<file path="src/common/tcb_pkg.sv">
// TCB shared bus types
`default_nettype none

package tcb_pkg;

  //////////////////////////////
  // default bus widths
  //////////////////////////////

  // byte address width
  localparam int TCB_ABW = 16;
  // data width, read and write share it
  localparam int TCB_DBW = 32;
  // one byte enable per data byte
  localparam int TCB_BEW = TCB_DBW / 8;

  //////////////////////////////
  // response timing
  //////////////////////////////

  // cycles from transfer edge to valid read data
  localparam int TCB_DLY = 1;

  //////////////////////////////
  // bus vectors
  //////////////////////////////

  // byte address
  typedef logic [TCB_ABW-1:0] tcb_adr_t;

  // write or read data word
  typedef logic [TCB_DBW-1:0] tcb_dat_t;

  // byte lane enables, bit n covers data bits 8n+7:8n
  typedef logic [TCB_BEW-1:0] tcb_ben_t;

endpackage : tcb_pkg

`default_nettype wire

</file>
<file path="src/verilog/tcb_register_request.sv">
// TCB request register slice
`timescale 1ns/100ps
`default_nettype none

module tcb_register_request
  import tcb_pkg::*;
(
  // clock and reset
  input  logic     sub,
  input  logic     rst_n,
  // input side, the manager connects here
  input  logic     sub_vld,
  output logic     sub_rdy,
  input  logic     sub_wen,
  input  tcb_adr_t sub_adr,
  input  tcb_ben_t sub_ben,
  input  tcb_dat_t sub_wdt,
  // output side, toward the decoder
  output logic     man_vld,
  input  logic     man_rdy,
  output logic     man_wen,
  output tcb_adr_t man_adr,
  output tcb_ben_t man_ben,
  output tcb_dat_t man_wdt
);

  //////////////////////////////
  // valid register
  //////////////////////////////

  // the slot is refilled whenever downstream takes the old item
  // an empty slot also counts, since downstream reports ready then
  always_ff @(posedge sub or negedge rst_n) begin
    if (!rst_n) begin
      man_vld <= 1'b0;
    end else if (man_rdy) begin
      man_vld <= sub_vld;
    end
  end

  //////////////////////////////
  // request fields
  //////////////////////////////

  // same load condition as valid
  // contents only matter while man_vld is high
  always_ff @(posedge sub) begin
    if (man_rdy) begin
      // transfer direction
      man_wen <= sub_wen;
      // byte address
      man_adr <= sub_adr;
      // lane enables
      man_ben <= sub_ben;
      // write payload
      man_wdt <= sub_wdt;
    end
  end

  //////////////////////////////
  // backpressure
  //////////////////////////////

  // ready goes straight back, no register in this direction
  // a stalled output blocks the input on the same cycle
  assign sub_rdy = man_rdy;

endmodule : tcb_register_request

`default_nettype wire

</file>
<file path="config.mk">
export PLATFORM = sky130hd
export DESIGN_NAME = tcb_register_request
export DESIGN_NICKNAME = d
export VERILOG_FILES = /design/src/common/tcb_pkg.sv /design/src/verilog/tcb_register_request.sv
export SDC_FILE = /design/constraint.sdc
export NUM_CORES = 1
export LEC_CHECK = 0
export BUFFER_PORTS_ARGS = -buffer_cell sky130_fd_sc_hd__buf_2
export CAP_MARGIN = 20
export CORE_MARGIN = 2
export CORE_UTILIZATION = 30
export CTS_CLUSTER_DIAMETER = 80
export DETAILED_ROUTE_END_ITERATION = 12
export HOLD_SLACK_MARGIN = 0.1
export SLEW_MARGIN = 20
export SYNTH_ARGS = -nofsm -noshare
export SYNTH_HDL_FRONTEND = slang
export SYNTH_SLANG_ARGS = --single-unit
</file>
<file path="constraint.sdc">
create_clock -name sub -period 1.37 [get_ports sub]
set_clock_uncertainty 0.15 [all_clocks]
set_input_delay 0.2055 -clock sub [delete_from_list [all_inputs] [get_ports sub]]
set_output_delay 0.2055 -clock sub [all_outputs]
set_load 0.02 [all_outputs]
</file>
==> impl_metrics.env <==
export IMPL_dr_first_iter_drc_count=61
export IMPL_pin_count=112
export IMPL_clock_root_buffer="clkbuf_8"
export IMPL_criticalPathCategory="reg2out"
export IMPL_synth_edff_count=53
export IMPL_achievable_frequency_ghz=0.801
export IMPL_fin_util_pct=57.1
export IMPL_postCtsResizedCells=0
export IMPL_synthFlopType="edfxtp_1"
export IMPL_post_cts_buffers=0
export IMPL_status="completed"
export IMPL_cts_tree="done"
export IMPL_regArea_um2=1620
export IMPL_maxUsedRoutingLayer="met4"
export IMPL_fin_ws_ns=0.122
export IMPL_vdd_ir_drop_max_mv=0.957
export IMPL_cts_path_max_buffers=2
export IMPL_drtAntennaViolNets=0
export IMPL_wirelength_um=4070
export IMPL_postSynthCellCount=56
export IMPL_power_total_mw=3.57
export IMPL_grt_usage_pct=13.8
export IMPL_rows=26
export IMPL_fin_crit_sh_pct=91.1
export IMPL_fillCellCount=421
export IMPL_met3WireLength_um=560
export IMPL_multi_input_area_um2=15.0
export IMPL_wl_met1_um=1450
export IMPL_min_to="man_wdt[0]"
export IMPL_syn_nets=113
export IMPL_rsz0062_at_grt="false"
export IMPL_dieHeight_um=77.9
export IMPL_r2r_cells=1
export IMPL_final_setup_tns_ns=0
export IMPL_overflow=0
export IMPL_yosys_top_cells_count="edfxtp_1, buf_4, dfrtp_1, mux2_4"
export IMPL_p_leak_nw=1.27
export IMPL_cap_violations=0
export IMPL_r2r_setup_slack_ns=0.46
export IMPL_power_density_nw_per_um2=1200
export IMPL_drcViolationCount=0
export IMPL_crit_fanout=1
export IMPL_critPathSlowestCell="edfxtp_1"
export IMPL_cts_max_level=2
export IMPL_postSynthAreaPerCell_um2=29.3
export IMPL_crit_buf_inv=1
export IMPL_post_place_ws_ns=0.232
export IMPL_wire_per_inst_um=13.5
export IMPL_vias=1209
export IMPL_hold_depth=2
export IMPL_setup_worst_path_start_class="flip-flop"
export IMPL_clk_pin_slew_ns=0.09
export IMPL_finalSetupViolCount=0
export IMPL_min_period_ns=1.25
export IMPL_synth_top_cell_by_area="edfxtp_1"
export IMPL_hold_ws_ns=0.233
export IMPL_grt_pass1_vias=1297
export IMPL_crit_path_end_kind="output pin"
export IMPL_arrival_ns=0.89
export IMPL_synth_warning_count=0
export IMPL_dp_hpwl_um=2550
export IMPL_first_pass_iters=4
export IMPL_clk_latency_ns=0.30
export IMPL_worst_pin_slew_ns=0.240
export IMPL_holdCritStartpoint="man_rdy"
export IMPL_die_x_um=77.9
export IMPL_place_gp_congestion=0.676
export IMPL_hold_path_class="in2reg"
export IMPL_die_area_um2=6070
export IMPL_grt_pass1_wl_um=6240
export IMPL_slew_viol_final=0
export IMPL_dr_wl_met2_um=2010
export IMPL_cp_slowest_stage_delay_ns=0.41
export IMPL_drive_gt1_share_pct=52.2
export IMPL_synthMostInstantiatedCell="edfxtp_1"
export IMPL_synth_seq_area_share_pct=98.6
export IMPL_synth_area_leaders="edfxtp_1, dfrtp_1, mux2_4, buf_4"
export IMPL_synth_cell_types=4
export IMPL_vias_per_cell=4.00
export IMPL_initial_core_util_pct=31.5
export IMPL_regToRegEndpoint="man_vld"
export IMPL_crit_chain="buf_2"
export IMPL_ctsHoldBuffers=56
export IMPL_cts_num_sinks=54
export IMPL_antennaDiodeCount=0
export IMPL_synth_top_area_share_pct=97.1
export IMPL_core_area_um2=5200
export IMPL_postSynthRegisterBits=54
export IMPL_cp_required_ns=1.01
export IMPL_grt_max_degree=37
export IMPL_ys_async_sr_fraction_pct=1.85
export IMPL_synth_area_um2=1640
export IMPL_crit_family="flip-flops"
export IMPL_hold_viol_final=0
export IMPL_port_buffer_count=111
export IMPL_finalNetCount=288
export IMPL_antenna_found_initial=0
export IMPL_cts_buffers=5
export IMPL_areaGrowthSynthToFinish_pct=81.4
export IMPL_timing_slew_headroom_pct=84.0
export IMPL_rr_startpoint="man_vld"
## cells in the final DEF (no fill, tap or decap), drive strengths merged
cell type and n:
edfxtp 53, clkinvlp 1, dlygate4sd3 56, clkbuf 6, dfrtp 1, mux2 1
bufinv 1, buf 113
## how the worst max path moves through the flow
stage	slack [ns]	depth (start not counted)	start	to
3_3_place_gp	0.25	3	man_rdy	man_vld
3_5_place_dp	0.23	3	man_rdy	man_vld
6_report	0.12	1	man_wdt[0]	man_wdt[0]
2_1_floorplan	0.39	1	man_vld	man_vld
5_1_grt	0.08	1	man_wdt[0]	man_wdt[0]
4_1_cts	0.14	1	man_wdt[1]	man_wdt[1]
## routing by layer
metal	track usage, %	vias to the layer above
met2	23.3	76
li1	-	571
met3	8.37	5
met1	14.5	557
met5	0	-
met4	4.21	0
## state kept, by name, summed over array words and instances, names as in the netlist
name     flops
man_vld      1
man_wen      1
man_ben      4
man_adr     16
man_wdt     32
## where the power goes
| group | internal [mW] | total [mW] | switching, mW |
|---|---|---|---|
| Combinational | 0.255 | 0.545 | 0.290 |
| Sequential | 1.96 | 1.99 | 0.0327 |
| Clock | 0.545 | 1.03 | 0.486 |
| Total | 2.76 | 3.57 | 0.809 |
## per-stage QoR
stage,instance area [um2],instances
floorplan,1640,56
global placement,2300,238
detailed placement,2300,238
CTS,2970,302
global route,2970,302
finish,2970,302
## cell families after synthesis
| kind of cell | count (synthesis) | share of synthesized area [%] |
|---|---|---|
| muxes | 1 | 0.916 |
| DFF | 54 | 98.6 |
| buffers and inverters | 1 | 0.458 |
## cell type report
class,instances,area share [%]
Clock inverter,2,1.26
Sequential cell,54,54.4
Timing Repair Buffer,169,38.5
Multi-Input combinational cell,1,0.505
Clock buffer,6,2.44
Tap cell,70,2.95
Power figures use the tool's default switching activity.
