--- src/common/tcb_pkg.sv ---
// TCB shared bus types
`default_nettype none

package tcb_pkg;

  //////////////////////////////
  // default bus widths
  //////////////////////////////

  // byte address width
  localparam int TCB_ABW = 16;
  // data width, read and write share it
  localparam int TCB_DBW = 32;
  // one byte enable per data byte
  localparam int TCB_BEW = TCB_DBW / 8;

  //////////////////////////////
  // response timing
  //////////////////////////////

  // cycles from transfer edge to valid read data
  localparam int TCB_DLY = 1;

  //////////////////////////////
  // bus vectors
  //////////////////////////////

  // byte address
  typedef logic [TCB_ABW-1:0] tcb_adr_t;

  // write or read data word
  typedef logic [TCB_DBW-1:0] tcb_dat_t;

  // byte lane enables, bit n covers data bits 8n+7:8n
  typedef logic [TCB_BEW-1:0] tcb_ben_t;

endpackage : tcb_pkg

`default_nettype wire

--- src/verilog/tcb_scratch_regs.sv ---
// TCB scratch register bank
`timescale 1ns/100ps
`default_nettype none

module tcb_scratch_regs
  import tcb_pkg::*;
#(
  // response delay
  parameter int DLY = TCB_DLY
)(
  input  logic     sub,
  input  logic     rst_n,
  input  logic     vld,
  output logic     rdy,
  input  logic     wen,
  input  tcb_adr_t adr,
  input  tcb_ben_t ben,
  input  tcb_dat_t wdt,
  output tcb_dat_t rdt
);

  // register file, four words
  tcb_dat_t regs_q [4];
  // register select from address bits 3:2
  logic [1:0] idx;
  // wait state done, access may complete
  logic ack_q;
  logic trn;
  // read pipeline flags and data
  logic [DLY-1:0] vld_q;
  tcb_dat_t       dat_q [DLY];

  assign idx = adr[3:2];

  //////////////////////////////
  // wait state
  //////////////////////////////

  // first cycle of vld sets the flag, the transfer cycle clears it
  // so every access is two cycles and rdy restarts low
  always_ff @(posedge sub or negedge rst_n) begin
    if (!rst_n) begin
      ack_q <= 1'b0;
    end else if (vld) begin
      ack_q <= ~ack_q;
    end
  end

  assign rdy = ack_q;
  assign trn = vld & rdy;

  //////////////////////////////
  // registers
  //////////////////////////////

  // byte lane writes, cleared on reset
  always_ff @(posedge sub or negedge rst_n) begin
    if (!rst_n) begin
      for (int r = 0; r < 4; r++) regs_q[r] <= '0;
    end else if (trn && wen) begin
      for (int b = 0; b < TCB_BEW; b++) begin
        if (ben[b]) regs_q[idx][8*b +: 8] <= wdt[8*b +: 8];
      end
    end
  end

  //////////////////////////////
  // read pipeline
  //////////////////////////////

  always_ff @(posedge sub or negedge rst_n) begin
    if (!rst_n) begin
      vld_q <= '0;
    end else begin
      vld_q[0] <= trn & ~wen;
      for (int i = 1; i < DLY; i++) vld_q[i] <= vld_q[i-1];
    end
  end

  always_ff @(posedge sub) begin
    if (trn && !wen) dat_q[0] <= regs_q[idx];
    for (int i = 1; i < DLY; i++) begin
      if (vld_q[i-1]) dat_q[i] <= dat_q[i-1];
    end
  end

  // zero when no response is due
  assign rdt = vld_q[DLY-1] ? dat_q[DLY-1] : '0;

endmodule : tcb_scratch_regs

`default_nettype wire

--- config.mk ---
export PLATFORM = sky130hd
export DESIGN_NAME = tcb_scratch_regs
export DESIGN_NICKNAME = d
export VERILOG_FILES = /design/src/common/tcb_pkg.sv /design/src/verilog/tcb_scratch_regs.sv
export SDC_FILE = /design/constraint.sdc
export NUM_CORES = 1
export LEC_CHECK = 0
export BUFFER_PORTS_ARGS = -buffer_cell sky130_fd_sc_hd__buf_2
export CAP_MARGIN = 15
export CORE_ASPECT_RATIO = 1.25
export CORE_MARGIN = 4
export CORE_UTILIZATION = 40
export CTS_BUF_LIST = sky130_fd_sc_hd__clkbuf_8
export DETAILED_ROUTE_END_ITERATION = 10
export PLACE_DENSITY_LB_ADDON = 0.1
export SLEW_MARGIN = 40
export SYNTH_ARGS = -nofsm -noshare
export SYNTH_HDL_FRONTEND = slang
export SYNTH_SLANG_ARGS = --single-unit
--- constraint.sdc ---
create_clock -name sub -period 5.6 [get_ports sub]
set_clock_uncertainty 0.2 [all_clocks]
set_input_delay 0.28 -clock sub [delete_from_list [all_inputs] [get_ports sub]]
set_output_delay 0.28 -clock sub [all_outputs]
set_load 0.02 [all_outputs]
==> flow_metrics.tcl <==
set metrics [dict create \
    status "finished, final reports clean" \
    wl_um 14000 \
    clock_path_buffers 2 \
    synthCells 394 \
    yosysTopAreaCellShare 0.478 \
    die_y_um 154 \
    fin_crit_sh 0.405 \
    drt_iter0_drc 157 \
    synth.largest_area_cell "dfrtp_1" \
    avgSynthCellArea_sq_um 17.3 \
    worstPathMaxFanout 8 \
    htree_num_levels 4 \
    setup_tns_ns 0 \
    dp.cells 679 \
    wl_per_cell_um 18.8 \
    ios 89 \
    cts_setup_buffers 0 \
    chipWidth_um 125 \
    worst-endpoint-required_ns 5.73 \
    max_slew_margin 0.450 \
    total_power_mw 3.48 \
    grt_pass1_wl_um 23100 \
    fin_hold_ws_ns 0.215 \
    synth-seq-cells 162 \
    num-nets-final 569 \
    use_met3 0.0393 \
    rsz0062_at_grt "no" \
    yosysSeqAreaShare 0.619 \
    cp_slowest_cell "nor3_2" \
    core-area_sq_mm 0.0168 \
    cpPeakStageDelay_ns 0.71 \
    drive_gt1_frac 0.538 \
    finalNonFillerCells 746 \
    startpoint "vld" \
    drc 0 \
    power_per_cell_area_mw_per_mm2 425 \
    portBuffers 74 \
    regToRegStartpoint "rdy$_DFFE_PN0P_" \
    endpoint_kind "register" \
    dp_hpwl_um 8650 \
    vias 3760 \
    cp-endpoint "regs_q[117]$_DFFE_PN0P_" \
    grt_usage 0.156 \
    ys_types 15 \
    max_freq_mhz 441 \
    cts_root_buf "clkbuf_8" \
    seq_area_sq_mm 0.00421 \
    path_class "in2reg" \
    post_drt_via_cell_ratio 5.04 \
    worst_r2r_endpoint "regs_q[117]$_DFFE_PN0P_" \
    synthesis.nets 450 \
    utilization 0.488 \
    cts_tree "yes" \
    overflow 0 \
    yosysWarningCount 0 \
    cts_made_buffers 17 \
    slew_violations 0 \
    ir_drop_mv 0.247 \
    fill_cells 1451 \
    antenna_found_initial 0 \
    maxCapViolCount 0 \
    place_congestion 0.689 \
    path_clk_slew_ns 0.08 \
    grt_max_degree 76 \
    cts.sinks 162 \
    hold_viol 0 \
    first_pass_iters 4 \
    antennaDiodeCount 0 \
    start_util 0.406 \
    tightest_slew_ns 0.821 \
    crit_chain "dlygate4sd3_1 -> buf_2 -> nand4_1 -> nor3_2 -> mux2_2" \
    reg2reg_depth 3 \
    area_growth_pct 20.3 \
    gr-usage-met2 0.251 \
    hp-class "in2async" \
    p_leak_nw 3.59 \
    top_usage_layer "met2" \
    cp-start-kind "input port" \
    grt_pass1_vias 4167 \
    row_count 53 \
    final.min_clock_period_ns 2.27 \
    post_synth_instance_area_sq_mm 0.00681 \
    setup_viol 0 \
    synth_area_leaders "dfrtp_1, mux2_2, edfxtp_1" \
    worstPathArrival_ns 2.40 \
    insertion_delay_ns 0.45 \
    multi_input_area_sq_mm 0.00254 \
    met1_usage 0.209 \
    antenna_left 0 \
    dieArea_sq_mm 0.0192 \
    rrSetupSlack_ns 3.37 \
]
-- kinds of logic (layout without fill, tap and decap cells) --
family	count (synthesis)	after routing	share of synthesized area
xor gates and xnor gates	1	1	0.00129
buffers and inverters	14	146	0.00883
DFF	162	162	0.619
muxes	160	160	0.318
and+or+nand+nor	57	57	0.0530
-- metrics by stage --
stage	setup WS (ns)	area, sq um
2_1_floorplan	2.99	6810
3_3_place_gp	2.82	7440
3_5_place_dp	3.12	7440
4_1_cts	3.30	8170
5_1_grt	3.22	8190
6_report	3.33	8190
-- where the power goes --
part / total, mW / leakage, nW / switching (mW) / internal (mW)
logic: 0.763 / 1.43 / 0.264 / 0.499
registers: 1.87 / 1.96 / 0.198 / 1.67
clock network: 0.852 / 0.196 / 0.424 / 0.428
total: 3.48 / 3.59 / 0.886 / 2.60
-- worst min-delay path by stage --
| stage | from | to | slack (ns) | depth (start not counted) |
|---|---|---|---|---|
| finish | rst_n | regs_q[15]$_DFFE_PN0P_ | 0.21 | 2 |
| global route | wen | vld_q$_DFF_PN0_ | 0.25 | 3 |
| CTS | rst_n | regs_q[15]$_DFFE_PN0P_ | 0.21 | 2 |
| detailed placement | rst_n | regs_q[15]$_DFFE_PN0P_ | 0.16 | 1 |
| global placement | rst_n | regs_q[40]$_DFFE_PN0P_ | 0.28 | 1 |
| floorplan | rst_n | rdy$_DFFE_PN0P_ | -0.22 | 0 |
-- layout make-up --
class	instances	share of cell area
Sequential cell	162	0.515
Multi-Input combinational cell	218	0.310
Timing Repair Buffer	114	0.0949
Tap cell	220	0.0336
Clock buffer	17	0.0286
Clock inverter	15	0.0182
-- routing by layer --
metal / vias up / wire length (um)
li1: 1704 / -
met4: 0 / 175
met5: - / 0
met3: 15 / 498
met1: 1972 / 6400
met2: 69 / 6960
-- cells in the final DEF, fill, tap and decap left out --
master,synthesis,final
nand2b_1,2,2
buf_4,0,6
mux4_2,32,32
clkinv_2,0,5
nand4_1,4,4
inv_1,0,1
clkbuf_8,0,17
clkinv_1,0,4
nor3_2,3,3
dlygate4sd3_1,0,34
nor2_2,12,12
buf_6,0,1
nor2_4,0,1
mux2_2,128,128
xor2_1,1,1
or3_1,1,1
and2_1,32,32
edfxtp_1,32,32
clkinvlp_4,0,2
buf_12,0,1
buf_2,6,72
dfrtp_1,130,130
bufinv_16,0,3
nand2_1,2,2
-- cells in the mapped netlist --
| library cell | instances |
|---|---|
| and2_1 | 32 |
| buf_2 | 6 |
| clkbuf_1 | 8 |
| dfrtp_1 | 130 |
| edfxtp_1 | 32 |
| mux2_2 | 128 |
| mux4_2 | 32 |
| nand2_1 | 2 |
| nand2b_1 | 2 |
| nand4_1 | 4 |
| nor2_1 | 1 |
| nor2_2 | 12 |
| nor3_2 | 3 |
| or3_1 | 1 |
| xor2_1 | 1 |
-- registers in the layout (all words and copies together), names as in the netlist --
name and flops:
dat_q 32, rdy 1, regs_q 128, vld_q 1
-- what timing repair did --
| item | 4_1_cts | 5_1_grt |
|---|---|---|
| hold endpoints to repair | 203 | 0 |
| hold buffers | 34 | 0 |
| gates resized for setup | 0 | 0 |
-- critical path, delay by kind of cell --
family	cells	cell delay, ns
buffers and inverters	2	0.68
multiplexers	1	0.42
AND/OR/NAND/NOR	2	1.01
Power figures use the tool's default switching activity.
