## src/common/tcb_pkg.sv

```systemverilog
// TCB shared bus types
`default_nettype none

package tcb_pkg;

  //////////////////////////////
  // default bus widths
  //////////////////////////////

  // byte address width
  localparam int TCB_ABW = 16;
  // data width, read and write share it
  localparam int TCB_DBW = 32;
  // one byte enable per data byte
  localparam int TCB_BEW = TCB_DBW / 8;

  //////////////////////////////
  // response timing
  //////////////////////////////

  // cycles from transfer edge to valid read data
  localparam int TCB_DLY = 1;

  //////////////////////////////
  // bus vectors
  //////////////////////////////

  // byte address
  typedef logic [TCB_ABW-1:0] tcb_adr_t;

  // write or read data word
  typedef logic [TCB_DBW-1:0] tcb_dat_t;

  // byte lane enables, bit n covers data bits 8n+7:8n
  typedef logic [TCB_BEW-1:0] tcb_ben_t;

endpackage : tcb_pkg

`default_nettype wire

```

## src/verilog/tcb_decoder.sv

```systemverilog
// TCB address decoder and response mux
`timescale 1ns/100ps
`default_nettype none

module tcb_decoder
  import tcb_pkg::*;
#(
  // response delay of both subordinates
  parameter int DLY = TCB_DLY
)(
  input  logic     sub,
  input  logic     rst_n,
  // request from the register slice
  input  logic     man_vld,
  output logic     man_rdy,
  input  logic     man_wen,
  input  tcb_adr_t man_adr,
  input  tcb_ben_t man_ben,
  input  tcb_dat_t man_wdt,
  // response toward the outside
  output logic     rsp_vld,
  output tcb_dat_t rdt,
  // sram port
  output logic     mem_vld,
  input  logic     mem_rdy,
  output logic     mem_wen,
  output tcb_adr_t mem_adr,
  output tcb_ben_t mem_ben,
  output tcb_dat_t mem_wdt,
  input  tcb_dat_t mem_rdt,
  // scratch register port
  output logic     reg_vld,
  input  logic     reg_rdy,
  output logic     reg_wen,
  output tcb_adr_t reg_adr,
  output tcb_ben_t reg_ben,
  output tcb_dat_t reg_wdt,
  input  tcb_dat_t reg_rdt
);

  // address bit 15 picks the scratch registers
  logic sel;
  // handshake at this decoder
  logic trn;
  // per stage select and read flag of past transfers
  logic [DLY-1:0] sel_q;
  logic [DLY-1:0] rd_q;

  //////////////////////////////
  // request steering
  //////////////////////////////

  assign sel = man_adr[15];

  // only the selected subordinate sees valid
  assign mem_vld = man_vld & ~sel;
  assign reg_vld = man_vld &  sel;

  // request fields are shared by both ports
  assign mem_wen = man_wen;
  assign mem_adr = man_adr;
  assign mem_ben = man_ben;
  assign mem_wdt = man_wdt;
  assign reg_wen = man_wen;
  assign reg_adr = man_adr;
  assign reg_ben = man_ben;
  assign reg_wdt = man_wdt;

  // an empty slot is always ready, so the slice can refill it
  // otherwise ready comes from whichever subordinate is addressed
  assign man_rdy = ~man_vld | (sel ? reg_rdy : mem_rdy);

  assign trn = man_vld & man_rdy;

  //////////////////////////////
  // response tracking
  //////////////////////////////

  // both flags march along with the subordinate read pipelines
  always_ff @(posedge sub or negedge rst_n) begin
    if (!rst_n) begin
      sel_q <= '0;
      rd_q  <= '0;
    end else begin
      sel_q[0] <= sel;
      rd_q[0]  <= trn & ~man_wen;
      for (int i = 1; i < DLY; i++) begin
        sel_q[i] <= sel_q[i-1];
        rd_q[i]  <= rd_q[i-1];
      end
    end
  end

  // last stage lines up with the read data of the transfer
  assign rsp_vld = rd_q[DLY-1];
  assign rdt     = sel_q[DLY-1] ? reg_rdt : mem_rdt;

endmodule : tcb_decoder

`default_nettype wire

```

## config.mk

```make
export PLATFORM = sky130hd
export DESIGN_NAME = tcb_decoder
export DESIGN_NICKNAME = d
export VERILOG_FILES = /design/src/common/tcb_pkg.sv /design/src/verilog/tcb_decoder.sv
export SDC_FILE = /design/constraint.sdc
export NUM_CORES = 1
export LEC_CHECK = 0
export BUFFER_PORTS_ARGS = -buffer_cell sky130_fd_sc_hd__buf_2
export CAP_MARGIN = 40
export CELL_PAD_IN_SITES_DETAIL_PLACEMENT = 0
export CELL_PAD_IN_SITES_GLOBAL_PLACEMENT = 1
export CORE_AREA = 2 2 101 103
export DETAILED_ROUTE_END_ITERATION = 10
export DIE_AREA = 0 0 103 105
export GPL_TIMING_DRIVEN = 0
export HOLD_SLACK_MARGIN = 0.12
export PLACE_DENSITY = 0.87
export SLEW_MARGIN = 25
export SYNTH_ARGS = -nofsm -noshare
export SYNTH_HDL_FRONTEND = slang
export SYNTH_SLANG_ARGS = --single-unit
```

## constraint.sdc

```tcl
create_clock -name sub -period 1.5 [get_ports sub]
set_input_delay 0.3 -clock sub [delete_from_list [all_inputs] [get_ports sub]]
set_output_delay 0.3 -clock sub [all_outputs]
set_load 0.005 [all_outputs]
```

==> key figures, run 1 <==
Die
  – Total I/O pin count: 264
  – Die Ht: 105 um
  – Effective utilization at floorplan: 14.8%
  – Rows: 36
  – Core Box Area: 0.00964 mm^2
  – Die width: 103 um
  – Die ar.: 0.0108 mm^2

Setup path
  – Crit path max-delay family: buffers and inverters
  – Endpoint class of the critical path: output port
  – Crit Path Max Fanout: 10
  – CP startpoint kind: flop
  – Slowest cell on the critical path: dfrtp_1
  – Cell Chain, Critical Path: buf_6 -> buf_12 -> mux2_4 -> buf_6
  – CP Class: flop to output port
  – Worst EP arrival: 1280 ps
  – Worst Path Required: 1200 ps
  – Critical path's most frequent cell: buf_6
  – Crit-path max cell delay: 360 ps
  – WP buf/inv: 3

Timing
  – Final period demand of the worst path: 1580 ps
  – Final hold violations: 0
  – RSZ-0062 raised after global routing: true
  – Setup TNS: -2190 ps
  – Fmax: 632 MHz
  – Worst slew pin tran: 173 ps
  – Max-slew violation count: 0
  – Fin worst setup slack: -81.0 ps
  – Slew HR: 88.1%
  – Final period util: 105%
  – Final setup viols: 32

Synth
  – Mux share of post-synthesis cell area: 33.9%
  – Largest family of logic cells by synthesized area: buffers and inverters
  – Synth cell types: 11
  – Post-Synth Adder-Cell Area: 0%
  – Synth Area in XOR/XNOR: 0%
  – Syn Inst Count: 149
  – Syn_nets: 271
  – Synth warnings: 0
  – Simple-gate share of the synthesized area: 1.67%
  – #FFs+latches synth: 2
  – Syn Std Cell Area: 0.00142 mm^2
  – Post-synthesis compound-gate area fraction: 0%
  – Sequential-to-total area share from yosys stat: 3.51%
  – Mean Syn Cell Area: 9.56 um^2

Drt
  – Detailed Routing Iterations Pass 1: 2
  – Detailed Route WL: 5770 um
  – Post-DRT Antenna Nets: 0
  – Via density: 3.39
  – WL/cell: 11.5 um
  – Residual DRC count: 0
  – DR vias: 1,697
  – Drt first-iter violations: 20

Global routing
  – Initial antenna violation count: 1
  – Vias in the first global route: 1,656
  – Grt total ovfl: 0
  – Global Route met3 Usage: 1.61%
  – M2 GR Usage: 19.9%
  – GRT Max-Usage Layer: met2
  – M1 GR Usage: 7.14%
  – Global Route Usage Sum: 8.81%
  – Largest net degree at the start of global routing: 11
  – Global-route wire length before repair: 7490 um

Place
  – Final GP Congestion: 0.808
  – Post-Place Cell Area: 0.00265 mm^2
  – HPWL after DPL: 5210 um
  – # port buffers: 212

Clock network
  – H-tree levels: 1
  – CTS Sinks: 2
  – Total CTS buffers: 3
  – CTS tree: yes
  – Clock buffer depth: 2
  – Worst-path clk slew: 30 ps
  – Root buffer cell: clkbuf_8

Status
  – Status: complete, but fails checks
  – Failing checks: negative setup slack

Final layout
  – Most frequent cells in the layout: buf_2 (181), buf_4 (108), buf_6 (32), mux2_4 (30)
  – Fillers: 1,030
  – Commonest non-fill, non-tap cell in the layout: buf_2
  – Area delta synth->final: 105%
  – Final Util: 30.2%
  – Share of cells above drive strength 1: 97.8%
  – Post-route cell area: 0.00291 mm^2
  – Final net count: 491

Power
  – P_leak: 1.77 nW
  – Power, Total: 1.08 mW
  – Peak supply drop: 0.182 mV
  – Pwr/cell area: 370 mW/mm^2

Min path
  – Hold Startpoint: man_adr[15]
  – Hold endpoint: sel_q
  – Hold WC Path Type: primary input to flop
  – Hold path cells: 1

Flow run
  – Max cap viols: 0
## metal layers
layer,part of all wire (%),vias to the layer above
met1,30,725
met2,58,156
met4,0.73,0
met3,11,6
li1,-,810
met5,0,-
## report_power, final
part / total [mW] / leakage (nW) / switching, mW / internal [mW]
sequential: 0.0578 / 0.0251 / 0.000834 / 0.0570
combinational: 0.810 / 1.73 / 0.238 / 0.572
clock: 0.210 / 0.0216 / 0.0402 / 0.169
## worst max-delay path by stage
stage | from | to | slack, ps | cells after the start
2_1_floorplan | sel_q | rdt[0] | 280 | 3
3_3_place_gp | sel_q | rdt[22] | 120 | 4
3_5_place_dp | sel_q | rdt[22] | 130 | 4
4_1_cts | sel_q | rdt[22] | -90 | 4
5_1_grt | sel_q | rdt[31] | -110 | 4
6_report | sel_q | rdt[24] | -80 | 4
## synth_stat cells
cell type    n  area share, %
and2_1       1           0.44
mux2_4      30             32
mux2_2       2            1.6
buf_6        1           0.79
buf_12       3            4.2
mux2i_1      1           0.70
nor2b_1      1           0.44
nand2_1      1           0.26
nor3b_1      1           0.53
buf_4      106             56
dfrtp_1      2            3.5
## logic make-up (layout without fill, tap and decap cells)
| group | count (synthesis) | after routing |
|---|---|---|
| flops | 2 | 2 |
| simple gates | 4 | 4 |
| mux | 33 | 33 |
| other cells | 0 | 1 |
| buf+inv | 110 | 328 |
## cell type report
| cell class | instances | area [um^2] | share of cell area, % |
|---|---|---|---|
| tap | 133 | 166 | 5.71 |
| antenna | 1 | 2.50 | 0.0859 |
| multi-input combinational | 37 | 507 | 17.4 |
| sequential | 2 | 50.0 | 1.72 |
| timing repair buffer | 215 | 1280 | 43.9 |
| clock buffer | 3 | 41.3 | 1.42 |
| buffer | 110 | 867 | 29.8 |
## state kept, by name (all words and copies together), names as in the netlist
signal and flops:
rsp_vld 1, sel_q 1
## what timing repair did
action                                 in CTS  in global routing
endpoints found under the hold margin       2                  0
hold buffers                                1                  0
gates resized for setup                    27                  4
setup buffers                               1                  1
gates cloned                                0                  0
setup endpoints to repair                  30                 31
## through the flow
stage | setup slack [ps] | hold WS [ps] | instances
finish | -81.0 | 306 | 501
global route | -107 | 303 | 501
CTS | -93.9 | 301 | 499
detailed placement | 126 | 92.3 | 494
global placement | 122 | 86.0 | 494
floorplan | 280 | 4.41 | 149
Power figures use the tool's default switching activity.
==> run 2: changes to the inputs <==
--- a/config.mk
+++ b/config.mk
@@ -7,2 +7,3 @@
 export LEC_CHECK = 0
+export ABC_AREA = 0
 export BUFFER_PORTS_ARGS = -buffer_cell sky130_fd_sc_hd__buf_2
@@ -21 +22,2 @@
 export SYNTH_SLANG_ARGS = --single-unit
+export TNS_END_PERCENT = 20
==> constraint.sdc (replaced) <==
create_clock -name sub -period 1.5 [get_ports sub]
set_input_delay 0.15 -clock sub [delete_from_list [all_inputs] [get_ports sub]]
set_output_delay 0.15 -clock sub [all_outputs]
set_load 0.005 [all_outputs]
==> run 2 against run 1 <==
The run now ends clean. Sequential share of layout area up 0.13 points. Worst hold slack worse by 160 ps. Via count down 1.5%. Die area unchanged. Global-route usage down 0.30 points. Combinational power down 12%. Fmax up 10%. Clock power about the same. Setup slack better by 140 ps. Total power down 8.8%. Design area down 7.2%.
==> key figures, run 2 (same netlist as run 1, synthesis figures left out) <==
Clock network
  – CTS tree: yes
  – Worst-path clk slew: 30 ps
  – Clock buffer depth: 2
  – Root buffer cell: clkbuf_8
  – Post-CTS setup buffer count: 0
  – Total CTS buffers: 3
  – CTS Sinks: 2
  – H-tree levels: 1

Timing
  – Final hold slack: 149 ps
  – Max-slew violation count: 0
  – Worst slew pin tran: 170 ps
  – Final period util: 95.8%
  – RSZ-0062 raised after global routing: false
  – Fmax: 696 MHz
  – Slew HR: 88.3%
  – Setup TNS: 0 ps
  – Final setup viols: 0
  – Final period demand of the worst path: 1440 ps
  – Final hold violations: 0

Final layout
  – Final net count: 489
  – Commonest non-fill, non-tap cell in the layout: buf_2
  – Area delta synth->final: 90.0%
  – Share of cells above drive strength 1: 97.8%
  – Most frequent cells in the layout: buf_2 (212), buf_4 (106), mux2_4 (30), buf_12 (3), clkbuf_8 (3)

Place
  – HPWL after DPL: 5210 um
  – # port buffers: 212
  – Final GP Congestion: 0.808

Die
  – Core Box Area: 0.00964 mm^2
  – Effective utilization at floorplan: 14.8%
  – Rows: 36
  – Die Ht: 105 um
  – Die width: 103 um
  – Die ar.: 0.0108 mm^2
  – Total I/O pin count: 264

Setup path
  – CP startpoint kind: flop
  – Endpoint class of the critical path: output port
  – Crit Path Max Fanout: 10
  – CP Class: flop to output port
  – Worst Path Required: 1350 ps
  – Worst EP arrival: 1290 ps

Power
  – Peak supply drop: 0.175 mV
  – P_leak: 1.70 nW
  – Pwr/cell area: 363 mW/mm^2

Global routing
  – Initial antenna violation count: 1
  – Vias in the first global route: 1,610
  – Largest net degree at the start of global routing: 11
  – Grt total ovfl: 0
  – Global Route Usage Sum: 8.51%
  – Global-route wire length before repair: 7270 um

Min path
  – Hold WC Path Type: primary input to flop

Drt
  – DR vias: 1,671
  – Drt first-iter violations: 22
  – Post-DRT Antenna Nets: 0
  – Detailed Route WL: 5470 um
  – Via density: 3.35
  – WL/cell: 11.0 um
  – Residual DRC count: 0
  – Detailed Routing Iterations Pass 1: 4

Status
  – Status: finished, final reports clean

Flow run
  – Max cap viols: 0
==> run 2: changes by cell type in the layout (fill, tap and decap cells not counted), sizes merged <==
cell | before | now
buf | 324 | 322
==> run 2: where the power goes <==
group | internal, mW | switching, mW
clock | 0.169 | 0.0404
sequential | 0.0570 | 0.000827
combinational | 0.496 | 0.218
total | 0.723 | 0.259
==> run 2: worst paths after layout <==
check | startpoint | end | slack, ps | cells past startpoint
min in group asynchronous | rst_n | sel_q | 270 | 2
hold / removal | man_adr[15] | sel_q | 150 | 1
max in group asynchronous | rst_n | rsp_vld | 1140 | 2
setup / recovery | sel_q | rdt[22] | 60 | 4
==> run 2: per-layer routing <==
metal | global-route usage (%) | share of wire [%] | up-vias
met5 | 0 | 0 | -
met4 | 2.07 | 0.77 | 0
met3 | 1.81 | 13 | 6
met2 | 18.8 | 57 | 156
met1 | 7.06 | 30 | 704
li1 | - | - | 805
==> run 2: stage by stage <==
stage | total power [mW] | setup WS [ps] | util (%) | cell area (um^2) | std cells
floorplan | 0.458 | 430 | - | 1420 | 149
global placement | 0.772 | 272 | 27.5 | 2650 | 494
detailed placement | 0.781 | 276 | 27.5 | 2650 | 494
CTS | 1.00 | 47.6 | 28.0 | 2700 | 498
global route | 1.06 | 19.9 | 28.1 | 2710 | 499
finish | 0.982 | 62.3 | 28.1 | 2710 | 499
==> run 2: worst max-delay path, cell delays in order, from the launching register on <==
cell,delay [ps]
dfrtp_1,360
buf_6,140
buf_12,150
mux2_4,300
buf_2,130
==> run 2: repair_timing <==
action / in CTS / in global routing
gates resized for setup: 0 / 0
hold endpoints to repair: 2 / 0
endpoints found under the setup margin: 0 / 0
hold buffers: 1 / 0
==> run 2: area by class of cell <==
type / count / area (um^2)
sequential: 2 / 50.0
fill: 1061 / 6930
tap: 133 / 166
multi-input combinational: 37 / 507
buffer: 110 / 867
timing repair buffer: 213 / 1070
clock buffer: 3 / 41.3
antenna: 1 / 2.50
==> run 3: changes to the inputs <==
- REMOVE_ABC_BUFFERS: unset -> 1
==> run 3 against run 2 <==
Global-route usage rose by 9.8 points. First-iteration DRC count rose by 32%. Clock-buffer cell count rose by 1. Combinational power fell by 45%. Setup slack got worse by 50 ps. Critical path depth fell by 1. Sequential power rose by 4.3%. Sequential cell count did not move. Design area fell by 45%. Cell count fell by 42%. Non-clock buffer count fell by 208. Via count fell by 33%. Critical endpoint is now rdt[16].
==> key figures, run 3 (same netlist as run 1, synthesis figures left out) <==
Status
  – Status: finished, final reports clean

Clock network
  – CTS Sinks: 2
  – Total CTS buffers: 3
  – Worst-path clk slew: 30 ps
  – CTS tree: yes
  – H-tree levels: 1
  – Clock buffer depth: 2
  – Root buffer cell: clkbuf_8

Power
  – P_leak: 0.814 nW
  – Power Internal: 507 uW
  – Sw frac: 25.5%
  – Combinational share of power: 57.8%
  – Pwr/cell area: 456 mW/mm^2
  – Peak supply drop: 0.642 mV
  – Sequential Power Share: 8.8%
  – Psw: 174 uW
  – Power, Total: 681 uW
  – Clk pwr share: 33.3%

Timing
  – Final period util: 99.1%
  – Final setup viols: 0
  – Fmax: 672 MHz
  – Worst slew pin tran: 173 ps
  – Setup TNS: 0 ps
  – RSZ-0062 raised after global routing: true
  – Final hold violations: 0
  – Final period demand of the worst path: 1490 ps
  – Max-slew violation count: 0
  – Slew HR: 88.3%
  – Final hold slack: 145 ps

Die
  – Core Box Area: 0.00964 mm^2
  – Die ar.: 0.0108 mm^2
  – Die Ht: 105 um
  – Die width: 103 um
  – Effective utilization at floorplan: 14.8%
  – Rows: 36
  – Total I/O pin count: 264

Drt
  – Drt first-iter violations: 29
  – Residual DRC count: 0
  – Post-DRT Antenna Nets: 0
  – Via density: 3.87
  – DR vias: 1,127
  – Detailed Route WL: 10,800 um
  – WL/cell: 37.1 um
  – Detailed Routing Iterations Pass 1: 4

Place
  – # port buffers: 110
  – HPWL after DPL: 9860 um
  – Final GP Congestion: 0.806
  – Post-Place Cell Area: 0.00129 mm^2

Flow run
  – Max cap viols: 0

Global routing
  – Vias in the first global route: 1,106
  – Initial antenna violation count: 1
  – Largest net degree at the start of global routing: 22
  – Grt total ovfl: 0
  – Global-route wire length before repair: 12,400 um
  – Global Route Usage Sum: 18.3%

Setup path
  – Crit-path max cell delay: 490 ps
  – CP Class: flop to output port
  – Endpoint class of the critical path: output port
  – Worst EP arrival: 1340 ps
  – Cell Chain, Critical Path: buf_12 -> mux2_4 -> buf_2
  – CP startpoint kind: flop
  – Worst Path Required: 1350 ps
  – Slowest cell on the critical path: dfrtp_4
  – Crit Path Max Fanout: 21

Final layout
  – Share of cells above drive strength 1: 94.9%
  – Final net count: 281
  – Area delta synth->final: 4.92%
  – Final Util: 15.5%
  – Post-route cell area: 0.00149 mm^2
  – Diodes inserted: 0
  – Commonest non-fill, non-tap cell in the layout: buf_2
  – Most frequent cells in the layout: buf_2 (92), mux2_4 (30), buf_6 (18), clkbuf_8 (3)

Min path
  – Hold WC Path Type: primary input to flop
-- run 3: cell types whose count changed in the layout (fill, tap and decap cells not counted), sizes merged --
cell	before	now
diode	1	0
clkbuf	3	4
buf	322	113
dlygate4sd3	1	2
-- run 3: layer usage --
metal / part of all wire (%) / track usage, % / vias to the layer above / wire (um)
met4: 3.7 / 5.36 / 7 / 403
li1: - / - / 389 / -
met1: 21 / 10.5 / 461 / 2280
met3: 27 / 22.4 / 23 / 2870
met2: 47 / 31.3 / 247 / 5080
met5: 1.4 / 13.3 / - / 154
-- run 3: power by group through the flow --
stage                     Clock, mW  Sequential, mW  Combinational (mW)
final                         0.227          0.0603               0.394
after global routing          0.244          0.0606               0.424
after CTS                     0.235          0.0604               0.347
after detailed placement          0          0.0675               0.328
after global placement            0          0.0807               0.309
after floorplan                   0          0.0757               0.137
-- run 3: what timing repair did --
item,in CTS,in global routing
pin swaps,0,0
hold buffers,2,0
buffers inserted,2,0
setup endpoints to repair,23,20
hold endpoints to repair,3,0
resized for setup,2,19
-- run 3: critical path, delay by kind of cell (launching register included) --
kind     cells  cell delay, ps
mux          1             300
buf+inv      2             320
flops        1             490
-- run 3: worst paths after layout --
check / startpoint / end / slack, ps / depth (start not counted)
worst max-delay path: sel_q / rdt[16] / 10 / 3
worst min-delay path: man_wen / rsp_vld / 140 / 2
max in group asynchronous: rst_n / sel_q / 1150 / 2
min in group asynchronous: rst_n / sel_q / 240 / 2
-- run 3: final cells by class --
class / count / area [um^2]
clock buffer: 4 / 45.0
fill: 1104 / 8150
multi-input combinational: 37 / 510
sequential: 2 / 53.8
tap: 133 / 166
timing repair buffer: 115 / 718
-- run 3: stage by stage --
stage / worst slack (ps) / cells
floorplan: -377 / 39
global placement: -803 / 282
detailed placement: 14.9 / 283
CTS: 0.969 / 291
global route: -22.3 / 291
finish: 12.8 / 291
